`config.mk`:
```
export PLATFORM = sky130hd
export DESIGN_NAME = exu_ecl
export DESIGN_NICKNAME = d
export VERILOG_FILES = /design/src/exu_ecl_pkg.sv /design/src/exu_ecl.sv /design/src/ecl_writeback.sv /design/src/ecl_bypass.sv /design/src/ecl_dispatch.sv
export SDC_FILE = /design/constraint.sdc
export NUM_CORES = 1
export LEC_CHECK = 0
export CELL_PAD_IN_SITES_DETAIL_PLACEMENT = 1
export CELL_PAD_IN_SITES_GLOBAL_PLACEMENT = 2
export CORE_AREA = 2 2 289 291
export DETAILED_ROUTE_END_ITERATION = 10
export DIE_AREA = 0 0 291 293
export DONT_BUFFER_PORTS = 1
export GPL_TIMING_DRIVEN = 1
export PLACE_DENSITY_LB_ADDON = 0.1
export SETUP_SLACK_MARGIN = 0.2
export SYNTH_ARGS = -nofsm -noshare
export SYNTH_HDL_FRONTEND = slang
export SYNTH_SLANG_ARGS = --single-unit
export TNS_END_PERCENT = 30
```
`constraint.sdc`:
```
create_clock -name clk -period 2.3 [get_ports clk]
set_clock_uncertainty 0.15 [all_clocks]
set_input_delay 0.345 -clock clk [delete_from_list [all_inputs] [get_ports clk]]
set_output_delay 0.345 -clock clk [all_outputs]
set_load 0.05 [all_outputs]
```
`src/exu_ecl_pkg.sv`:
```
`default_nettype none

package exu_ecl_pkg;

   // datapath and register file widths
   localparam int GRLEN      = 32;
   localparam int REG_ADDR_W = 5;
   localparam int INST_W     = 32;

   // register fields in the instruction word
   localparam int RD_LSB = 0;
   localparam int RJ_LSB = 5;
   localparam int RK_LSB = 10;

   localparam int OP_CODE_W = 4;

   // target unit of a decoded instruction
   typedef enum logic [1:0] {
      UNIT_ALU   = 2'd0,
      UNIT_LSU   = 2'd1,
      UNIT_BRU   = 2'd2,
      UNIT_OTHER = 2'd3
   } unit_t;

   typedef enum logic [OP_CODE_W-1:0] {
      ALU_ADD = 4'd0,
      ALU_SUB = 4'd1,
      ALU_AND = 4'd2,
      ALU_OR  = 4'd3,
      ALU_XOR = 4'd4,
      ALU_SLL = 4'd5,
      ALU_SRL = 4'd6,
      ALU_SRA = 4'd7,
      ALU_SLT = 4'd8,
      ALU_LUI = 4'd9
   } alu_op_t;

   typedef enum logic [OP_CODE_W-1:0] {
      LSU_LB = 4'd0,
      LSU_LH = 4'd1,
      LSU_LW = 4'd2,
      LSU_SB = 4'd4,
      LSU_SH = 4'd5,
      LSU_SW = 4'd6
   } lsu_op_t;

   typedef enum logic [OP_CODE_W-1:0] {
      BRU_BEQ  = 4'd0,
      BRU_BNE  = 4'd1,
      BRU_BLT  = 4'd2,
      BRU_BGE  = 4'd3,
      BRU_JIRL = 4'd4,
      BRU_B    = 4'd5,
      BRU_BL   = 4'd6
   } bru_op_t;

endpackage

`default_nettype wire
```
`src/exu_ecl.sv`:
```
`timescale 1ns/1ns
`default_nettype none

module exu_ecl import exu_ecl_pkg::*; (
   input  logic                  clk,
   input  logic                  rst_n,
   input  logic                  valid_d,
   input  logic [INST_W-1:0]     inst_d,
   input  logic [GRLEN-1:0]      pc_d,
   input  unit_t                 op_unit_d,
   input  logic [OP_CODE_W-1:0]  op_code_d,
   input  logic                  rd2rj_d,
   input  logic                  rd_read_d,
   input  logic                  pc_rel_d,
   input  logic                  imm_use_d,
   input  logic                  double_read_d,
   input  logic                  rf_wen_d,
   input  logic [REG_ADDR_W-1:0] rf_target_d,
   input  logic [GRLEN-1:0]      imm_d,
   input  logic [GRLEN-1:0]      br_offs_d,
   input  logic [GRLEN-1:0]      rs1_data_d,
   input  logic [GRLEN-1:0]      rs2_data_d,
   input  logic [GRLEN-1:0]      alu_res_e,
   input  logic                  br_taken_e,
   input  logic [GRLEN-1:0]      brpc_e,
   input  logic [GRLEN-1:0]      link_pc_e,
   input  logic                  bru_wen_e,
   input  logic [GRLEN-1:0]      lsu_rdata_m,
   input  logic                  lsu_rdata_valid_m,
   input  logic [REG_ADDR_W-1:0] lsu_rd_m,
   input  logic                  lsu_wen_m,

   output logic [REG_ADDR_W-1:0] rs1_d,
   output logic [REG_ADDR_W-1:0] rs2_d,
   output logic [GRLEN-1:0]      alu_a_e,
   output logic [GRLEN-1:0]      alu_b_e,
   output alu_op_t               alu_op_e,
   output logic                  lsu_valid_e,
   output lsu_op_t               lsu_op_e,
   output logic [GRLEN-1:0]      lsu_base_e,
   output logic [GRLEN-1:0]      lsu_offset_e,
   output logic [GRLEN-1:0]      lsu_wdata_e,
   output logic [REG_ADDR_W-1:0] lsu_rd_e,
   output logic                  lsu_wen_e,
   output logic                  bru_valid_e,
   output bru_op_t               bru_op_e,
   output logic [GRLEN-1:0]      bru_a_e,
   output logic [GRLEN-1:0]      bru_b_e,
   output logic [GRLEN-1:0]      bru_pc_e,
   output logic [GRLEN-1:0]      bru_offset_e,
   output logic [GRLEN-1:0]      exu_brpc_e,
   output logic                  exu_br_taken_e,
   output logic                  stall_req,
   output logic [GRLEN-1:0]      rd_data_w,
   output logic                  wen_w,
   output logic [REG_ADDR_W-1:0] rd_w
);

   // registered operands before forwarding
   logic [GRLEN-1:0]      alu_a_reg_e;
   logic [GRLEN-1:0]      alu_b_reg_e;
   logic [REG_ADDR_W-1:0] rs1_e;
   logic [REG_ADDR_W-1:0] rs2_e;
   logic                  fwd_a_ok_e;
   logic                  fwd_b_ok_e;
   logic                  double_read_e;
   logic [GRLEN-1:0]      imm_e;
   logic [REG_ADDR_W-1:0] rd_e;
   logic                  alu_wen_e;

   // results in flight
   logic [REG_ADDR_W-1:0] rd_m;
   logic                  wen_m;
   logic [GRLEN-1:0]      rd_data_m;

   assign exu_brpc_e = brpc_e;

   ecl_dispatch u_dispatch (
      .clk               (clk),
      .rst_n             (rst_n),
      .valid_d           (valid_d),
      .inst_d            (inst_d),
      .pc_d              (pc_d),
      .op_unit_d         (op_unit_d),
      .op_code_d         (op_code_d),
      .rd2rj_d           (rd2rj_d),
      .rd_read_d         (rd_read_d),
      .pc_rel_d          (pc_rel_d),
      .imm_use_d         (imm_use_d),
      .double_read_d     (double_read_d),
      .rf_wen_d          (rf_wen_d),
      .rf_target_d       (rf_target_d),
      .imm_d             (imm_d),
      .br_offs_d         (br_offs_d),
      .rs1_data_d        (rs1_data_d),
      .rs2_data_d        (rs2_data_d),
      .br_taken_e        (br_taken_e),
      .lsu_rdata_valid_m (lsu_rdata_valid_m),
      .rs1_d             (rs1_d),
      .rs2_d             (rs2_d),
      .alu_a_e           (alu_a_reg_e),
      .alu_b_e           (alu_b_reg_e),
      .alu_op_e          (alu_op_e),
      .rs1_e             (rs1_e),
      .rs2_e             (rs2_e),
      .fwd_a_ok_e        (fwd_a_ok_e),
      .fwd_b_ok_e        (fwd_b_ok_e),
      .double_read_e     (double_read_e),
      .imm_e             (imm_e),
      .rd_e              (rd_e),
      .alu_wen_e         (alu_wen_e),
      .lsu_valid_e       (lsu_valid_e),
      .lsu_op_e          (lsu_op_e),
      .lsu_rd_e          (lsu_rd_e),
      .lsu_wen_e         (lsu_wen_e),
      .bru_valid_e       (bru_valid_e),
      .bru_op_e          (bru_op_e),
      .bru_a_e           (bru_a_e),
      .bru_b_e           (bru_b_e),
      .bru_pc_e          (bru_pc_e),
      .bru_offset_e      (bru_offset_e),
      .exu_br_taken_e    (exu_br_taken_e),
      .stall_req         (stall_req)
   );

   ecl_bypass u_bypass (
      .alu_a_e       (alu_a_reg_e),
      .alu_b_e       (alu_b_reg_e),
      .rs1_e         (rs1_e),
      .rs2_e         (rs2_e),
      .fwd_a_ok_e    (fwd_a_ok_e),
      .fwd_b_ok_e    (fwd_b_ok_e),
      .double_read_e (double_read_e),
      .imm_e         (imm_e),
      .rd_m          (rd_m),
      .wen_m         (wen_m),
      .rd_data_m     (rd_data_m),
      .rd_w          (rd_w),
      .wen_w         (wen_w),
      .rd_data_w     (rd_data_w),
      .byp_a_e       (alu_a_e),
      .byp_b_e       (alu_b_e),
      .lsu_base_e    (lsu_base_e),
      .lsu_offset_e  (lsu_offset_e),
      .lsu_wdata_e   (lsu_wdata_e)
   );

   ecl_writeback u_writeback (
      .clk               (clk),
      .rst_n             (rst_n),
      .alu_res_e         (alu_res_e),
      .rd_e              (rd_e),
      .alu_wen_e         (alu_wen_e),
      .link_pc_e         (link_pc_e),
      .bru_wen_e         (bru_wen_e),
      .lsu_rdata_m       (lsu_rdata_m),
      .lsu_rdata_valid_m (lsu_rdata_valid_m),
      .lsu_rd_m          (lsu_rd_m),
      .lsu_wen_m         (lsu_wen_m),
      .rd_m              (rd_m),
      .wen_m             (wen_m),
      .rd_data_m         (rd_data_m),
      .rd_w              (rd_w),
      .wen_w             (wen_w),
      .rd_data_w         (rd_data_w)
   );

endmodule

`default_nettype wire

```
`src/ecl_writeback.sv`:
```
`timescale 1ns/1ns
`default_nettype none

module ecl_writeback import exu_ecl_pkg::*; (
   input  logic                  clk,
   input  logic                  rst_n,
   input  logic [GRLEN-1:0]      alu_res_e,
   input  logic [REG_ADDR_W-1:0] rd_e,
   input  logic                  alu_wen_e,
   input  logic [GRLEN-1:0]      link_pc_e,
   input  logic                  bru_wen_e,
   input  logic [GRLEN-1:0]      lsu_rdata_m,
   input  logic                  lsu_rdata_valid_m,
   input  logic [REG_ADDR_W-1:0] lsu_rd_m,
   input  logic                  lsu_wen_m,

   output logic [REG_ADDR_W-1:0] rd_m,
   output logic                  wen_m,
   output logic [GRLEN-1:0]      rd_data_m,
   output logic [REG_ADDR_W-1:0] rd_w,
   output logic                  wen_w,
   output logic [GRLEN-1:0]      rd_data_w
);

   logic [GRLEN-1:0]      alu_res_m;
   logic [REG_ADDR_W-1:0] rd_em;
   logic                  alu_wen_m;
   logic [GRLEN-1:0]      link_pc_m;
   logic                  bru_wen_m;

   // e to m payload
   always_ff @(posedge clk) begin
      alu_res_m <= alu_res_e;
      rd_em     <= rd_e;
      link_pc_m <= link_pc_e;
   end

   always_ff @(posedge clk) begin
      if (!rst_n) begin
         alu_wen_m <= 1'b0;
         bru_wen_m <= 1'b0;
      end else begin
         alu_wen_m <= alu_wen_e;
         bru_wen_m <= bru_wen_e;
      end
   end

   // load data first, then the link address, alu result by default
   assign rd_m      = lsu_rdata_valid_m ? lsu_rd_m : rd_em;
   assign rd_data_m = lsu_rdata_valid_m ? lsu_rdata_m :
                      bru_wen_m         ? link_pc_m : alu_res_m;

   // any source may claim the write port
   assign wen_m = alu_wen_m | (lsu_wen_m & lsu_rdata_valid_m) | bru_wen_m;

   // m to w, feeds the register file write port
   always_ff @(posedge clk) begin
      rd_w      <= rd_m;
      rd_data_w <= rd_data_m;
   end

   always_ff @(posedge clk) begin
      if (!rst_n)
         wen_w <= 1'b0;
      else
         wen_w <= wen_m;
   end

endmodule

`default_nettype wire

```
`src/ecl_bypass.sv`:
```
`timescale 1ns/1ns
`default_nettype none

module ecl_bypass import exu_ecl_pkg::*; (
   input  logic [GRLEN-1:0]      alu_a_e,
   input  logic [GRLEN-1:0]      alu_b_e,
   input  logic [REG_ADDR_W-1:0] rs1_e,
   input  logic [REG_ADDR_W-1:0] rs2_e,
   input  logic                  fwd_a_ok_e,
   input  logic                  fwd_b_ok_e,
   input  logic                  double_read_e,
   input  logic [GRLEN-1:0]      imm_e,
   input  logic [REG_ADDR_W-1:0] rd_m,
   input  logic                  wen_m,
   input  logic [GRLEN-1:0]      rd_data_m,
   input  logic [REG_ADDR_W-1:0] rd_w,
   input  logic                  wen_w,
   input  logic [GRLEN-1:0]      rd_data_w,

   output logic [GRLEN-1:0]      byp_a_e,
   output logic [GRLEN-1:0]      byp_b_e,
   output logic [GRLEN-1:0]      lsu_base_e,
   output logic [GRLEN-1:0]      lsu_offset_e,
   output logic [GRLEN-1:0]      lsu_wdata_e
);

   // youngest producer wins, r0 is never forwarded
   function automatic logic [GRLEN-1:0] fwd_mux(
      input logic                  ok,
      input logic [REG_ADDR_W-1:0] rs,
      input logic [GRLEN-1:0]      reg_val
   );
      logic hit_m;
      logic hit_w;
      hit_m = ok && (rs != '0) && wen_m && (rs == rd_m);
      hit_w = ok && (rs != '0) && wen_w && (rs == rd_w);
      if (hit_m)
         return rd_data_m;
      else if (hit_w)
         return rd_data_w;
      else
         return reg_val;
   endfunction

   assign byp_a_e = fwd_mux(fwd_a_ok_e, rs1_e, alu_a_e);
   assign byp_b_e = fwd_mux(fwd_b_ok_e, rs2_e, alu_b_e);

   // load/store operands come off the forwarded values
   assign lsu_base_e   = byp_a_e;
   assign lsu_wdata_e  = byp_b_e;
   assign lsu_offset_e = double_read_e ? byp_b_e : imm_e;

endmodule

`default_nettype wire

```
`src/ecl_dispatch.sv`:
```
`timescale 1ns/1ns
`default_nettype none

module ecl_dispatch import exu_ecl_pkg::*; (
   input  logic                  clk,
   input  logic                  rst_n,
   input  logic                  valid_d,
   input  logic [INST_W-1:0]     inst_d,
   input  logic [GRLEN-1:0]      pc_d,
   input  unit_t                 op_unit_d,
   input  logic [OP_CODE_W-1:0]  op_code_d,
   input  logic                  rd2rj_d,
   input  logic                  rd_read_d,
   input  logic                  pc_rel_d,
   input  logic                  imm_use_d,
   input  logic                  double_read_d,
   input  logic                  rf_wen_d,
   input  logic [REG_ADDR_W-1:0] rf_target_d,
   input  logic [GRLEN-1:0]      imm_d,
   input  logic [GRLEN-1:0]      br_offs_d,
   input  logic [GRLEN-1:0]      rs1_data_d,
   input  logic [GRLEN-1:0]      rs2_data_d,
   input  logic                  br_taken_e,
   input  logic                  lsu_rdata_valid_m,

   output logic [REG_ADDR_W-1:0] rs1_d,
   output logic [REG_ADDR_W-1:0] rs2_d,
   output logic [GRLEN-1:0]      alu_a_e,
   output logic [GRLEN-1:0]      alu_b_e,
   output alu_op_t               alu_op_e,
   output logic [REG_ADDR_W-1:0] rs1_e,
   output logic [REG_ADDR_W-1:0] rs2_e,
   output logic                  fwd_a_ok_e,
   output logic                  fwd_b_ok_e,
   output logic                  double_read_e,
   output logic [GRLEN-1:0]      imm_e,
   output logic [REG_ADDR_W-1:0] rd_e,
   output logic                  alu_wen_e,
   output logic                  lsu_valid_e,
   output lsu_op_t               lsu_op_e,
   output logic [REG_ADDR_W-1:0] lsu_rd_e,
   output logic                  lsu_wen_e,
   output logic                  bru_valid_e,
   output bru_op_t               bru_op_e,
   output logic [GRLEN-1:0]      bru_a_e,
   output logic [GRLEN-1:0]      bru_b_e,
   output logic [GRLEN-1:0]      bru_pc_e,
   output logic [GRLEN-1:0]      bru_offset_e,
   output logic                  exu_br_taken_e,
   output logic                  stall_req
);

   logic                  live_d;
   logic                  is_alu_d;
   logic                  alu_dispatch_d;
   logic                  lsu_dispatch_d;
   logic                  bru_dispatch_d;
   logic                  a_zero_d;
   logic                  b_imm_d;
   logic [GRLEN-1:0]      alu_a_d;
   logic [GRLEN-1:0]      alu_b_d;
   logic [OP_CODE_W-1:0]  op_code_e;
   logic [REG_ADDR_W-1:0] rd_q;
   logic                  stall_q;

   // taken branch in e flushes whatever sits in d
   assign exu_br_taken_e = bru_valid_e & br_taken_e;
   assign live_d         = valid_d & ~exu_br_taken_e;

   // unit dispatch, UNIT_OTHER goes nowhere
   assign is_alu_d       = (op_unit_d == UNIT_ALU);
   assign alu_dispatch_d = live_d & is_alu_d;
   assign lsu_dispatch_d = live_d & (op_unit_d == UNIT_LSU);
   assign bru_dispatch_d = live_d & (op_unit_d == UNIT_BRU);

   // register file read addresses
   assign rs1_d = rd2rj_d   ? inst_d[RD_LSB +: REG_ADDR_W] : inst_d[RJ_LSB +: REG_ADDR_W];
   assign rs2_d = rd_read_d ? inst_d[RD_LSB +: REG_ADDR_W] : inst_d[RK_LSB +: REG_ADDR_W];

   // operand selects
   assign a_zero_d = is_alu_d & (alu_op_t'(op_code_d) == ALU_LUI);
   assign b_imm_d  = is_alu_d & imm_use_d;

   assign alu_a_d = a_zero_d ? '0 :
                    pc_rel_d ? pc_d : rs1_data_d;
   assign alu_b_d = b_imm_d ? imm_d : rs2_data_d;

   // d to e payload
   always_ff @(posedge clk) begin
      alu_a_e      <= alu_a_d;
      alu_b_e      <= alu_b_d;
      op_code_e    <= op_code_d;
      rs1_e        <= rs1_d;
      rs2_e        <= rs2_d;
      // pc, zero and immediate operands never take a forwarded value
      fwd_a_ok_e   <= ~(a_zero_d | pc_rel_d);
      fwd_b_ok_e   <= ~b_imm_d;
      imm_e        <= imm_d;
      rd_q         <= rf_target_d;
      bru_a_e      <= rs1_data_d;
      bru_b_e      <= rs2_data_d;
      bru_pc_e     <= pc_d;
      bru_offset_e <= br_offs_d;
   end

   // d to e control
   always_ff @(posedge clk) begin
      if (!rst_n) begin
         alu_wen_e     <= 1'b0;
         lsu_valid_e   <= 1'b0;
         lsu_wen_e     <= 1'b0;
         bru_valid_e   <= 1'b0;
         double_read_e <= 1'b0;
         stall_q       <= 1'b0;
      end else begin
         alu_wen_e     <= rf_wen_d & alu_dispatch_d;
         lsu_valid_e   <= lsu_dispatch_d;
         lsu_wen_e     <= rf_wen_d & lsu_dispatch_d;
         bru_valid_e   <= bru_dispatch_d;
         double_read_e <= double_read_d & lsu_dispatch_d;
         // held until load data shows up at m
         stall_q       <= lsu_dispatch_d | (stall_q & ~lsu_rdata_valid_m);
      end
   end

   // one opcode register serves all three units
   assign alu_op_e = alu_op_t'(op_code_e);
   assign lsu_op_e = lsu_op_t'(op_code_e);
   assign bru_op_e = bru_op_t'(op_code_e);

   assign rd_e     = rd_q;
   assign lsu_rd_e = rd_q;

   // fetch stall, rises with the dispatch itself
   assign stall_req = lsu_dispatch_d | stall_q;

endmodule

`default_nettype wire

```
==> run metrics <==
status complete, but fails checks; failing checks hold timing, setup timing; slowest CP cell o31ai_4; GRT overflow 0; Post-DRT Antenna Nets 0; CTS sink count 360; final core utilization 28.4%; CP max FO 7; leading cell type in the layout, fill and taps excluded dfxtp_1; met2 wire len 32100 um; max-cap viol count 0; fin crit share 146%; dpl cells 2214; # hold bufs at CTS 302; die width 291 um; largest net degree at the start of global routing 71; Clock Path Buffers 3; Mapped Cells 1044; final wirelength 59700 um; initial antenna violation count 2; M1 wire length 23200 um; Cell Count, Final, Fillers Out 2623; Max Clk Rate 299 MHz; Slew HR 57.1%; top cell type's share of synthesized area 57.9%; sequential area share after synthesis 57.9%; Yosys reg bits 360; io pins 739; syn_area_per_cell 11.9 um2; DR iter-0 viols 224; routability cong. 0.710; gr usage total 13.7%; clock slew at reported path FFs 0.06 ns; P&R area growth vs syn 86.3%; worst hold path class primary input to flop; Worst Setup Path Type flop to primary output; YS warnings 0; die height 293 um; syn nets 1393; average wire per standard cell 22.8 um; FP Rows 105; CP Capture Type primary output; leakage 9.33 nW; synthesized cell area 12500 um2; DR top layer met5; # fillers 8725; worst setup margin -1.05 ns; top post-synthesis cells by area dfxtp_1 58%, mux2i_1 16%, buf_4 6.8%; CTS root buffer clkbuf_16; final setup fails 160; Initial Util 15.2%; clk_lat worst skew 0.60 ns; CTS tree done; vias per inst 3.67; first-pass GRT wire length 83400 um; Bufs and invs on worst path 3; Required @ worst endpoint 1.80 ns; WHS -0.125 ns; share of layout cells above drive strength 1 38.3%; Hold Fails Final Rpt 4; commonest non-fill, non-tap cells in the layout 350 x dfxtp_1, 296 x dlygate4sd3_1, 136 x buf_4; largest area contributor in the netlist dfxtp_1; CP startpoint kind flop; CORE AREA 81800 um2; Netlist cell types 34; CTS Buf Count 48; maximum vdd drop 0.000488 V; CP top delay family simple AND/OR/NAND/NOR gates; layout net count 1862; DRC 0; Buffers on Ports 0; via count 9627; total chip power 0.0197 W; RSZ-0062 raised after global routing true; post-DP HPWL 43000 um; Largest stage delay, worst path 0.54 ns; Die ar. 85300 um2; Slew Limit Fails 0; CTS H-tree lvls 2; crit path cell chain or4_4, o21ai_2, buf_4, nor3_4, buf_6, and2_4, buf_12, o31ai_4; crit path DAT 2.85 ns; vias in the first global route 11100; drt first pass iters 4; worst-margin pin slew 0.646 ns; PwrDens 850 nW/um2; metal3 WL 3190 um; Tmin final 3.35 ns; setup TNS -154.03 ns
synthesized netlist by cell type:
| library cell | count |
|---|---|
| xor2_1 | 10 |
| mux2i_2 | 2 |
| and4b_1 | 1 |
| nor2b_1 | 34 |
| nand4b_1 | 1 |
| and4_1 | 1 |
| o31ai_1 | 32 |
| nand2_2 | 1 |
| nor3b_1 | 2 |
| and2_1 | 4 |
| mux2_2 | 42 |
| inv_1 | 39 |
| nor3_2 | 1 |
| clkbuf_1 | 25 |
| a211oi_1 | 1 |
| mux2i_1 | 195 |
| and3_1 | 2 |
| or4_1 | 2 |
| nand2_1 | 35 |
| nand3_1 | 1 |
| a41oi_1 | 32 |
| nand4_1 | 1 |
| buf_4 | 113 |
| nor4_4 | 1 |
| nor4_1 | 3 |
| o21ai_1 | 1 |
| nor2_1 | 35 |
| nand3b_1 | 1 |
| xnor2_1 | 10 |
| dfxtp_1 | 360 |
| buf_2 | 12 |
| o21a_1 | 34 |
| or2_2 | 1 |
| buf_1 | 9 |
final cells by class:
cell class	count	area, um2	area share, %
antenna	1	2.50	0.0108
clock buffer	62	1300	5.62
clock inverter	27	454	1.96
inverter	39	149	0.642
multi-input combinational	486	5850	25.2
sequential	360	7220	31.1
tap	1070	1340	5.77
timing repair buffer	578	6880	29.6
sequential cells by signal, summed over array words and instances (netlist names), 4 cells and up:
signal	flops
u_dispatch.rs1_e	5
u_dispatch.alu_a_e	32
u_dispatch.alu_op_e	4
u_writeback.alu_res_m	32
u_writeback.rd_w	5
u_dispatch.alu_b_e	32
u_dispatch.bru_a_e	32
u_writeback.link_pc_m	32
u_dispatch.bru_offset_e	32
u_writeback.rd_data_w	32
u_dispatch.imm_e	32
u_dispatch.rs2_e	5
u_dispatch.lsu_rd_e	5
u_writeback.rd_em	5
u_dispatch.bru_b_e	32
u_dispatch.bru_pc_e	32
layer usage:
layer / global-route usage, % / vias up
met3: 3.42 / 65
met1: 15.1 / 4733
met4: 3.82 / 2
met2: 25.9 / 367
li1: - / 4460
met5: 0 / -
worst register-to-register path: stages, from the launching register on:
cell and delay (ns):
dfxtp_4 0.40, buf_12 0.20, mux2i_1 0.28, o21a_1 0.22, inv_1 0.09, dlygate4sd3_1 0.55
per-stage QoR:
| step | instance area, um2 | worst slack [ns] |
|---|---|---|
| 2_1_floorplan | 13900 | -0.617 |
| 3_3_place_gp | 17600 | -0.625 |
| 3_5_place_dp | 17600 | -0.685 |
| 4_1_cts | 22900 | -1.17 |
| 5_1_grt | 23200 | -1.19 |
| 6_report | 23200 | -1.05 |
power breakdown:
group | internal (W) | switching [W] | total [W]
registers | 0.00663 | 0.000670 | 0.00730
clock network | 0.00526 | 0.00313 | 0.00839
logic | 0.00171 | 0.00231 | 0.00402
total | 0.0136 | 0.00611 | 0.0197
logic make-up after synthesis:
logic type / Yosys count / synth area share (%)
DFF: 360 / 57.9
buffers and inverters: 198 / 9.49
muxes: 239 / 19.7
and+or+nand+nor: 127 / 5.23
xor gates and xnor gates: 20 / 1.41
AOI/OAI and AO/OA: 100 / 6.33
what timing repair did:
item                       in CTS  in global routing
gates cloned                    2                  1
pin swaps                      18                  9
hold endpoints to repair      355                  4
setup endpoints to repair     161                167
buffers inserted                8                  6
resized for setup              52                 46
worst paths after layout:
check | end | start | depth (start not counted) | slack, ns
worst max-delay path | lsu_offset_e[26] | u_dispatch.rs2_e[2]$_DFF_P_ | 8 | -1.05
worst min-delay path | u_writeback.rd_data_w[2]$_DFF_P_ | lsu_rdata_m[2] | 3 | -0.13
worst max register to register | u_writeback.rd_data_w[14]$_DFF_P_ | u_writeback.bru_wen_m$_SDFF_PN0_ | 5 | 0.28
worst min register to register | u_writeback.alu_wen_m$_SDFF_PN0_ | u_dispatch.alu_wen_e$_SDFF_PN0_ | 1 | 0.29
Note: power is estimated with default switching activity, not from simulation.
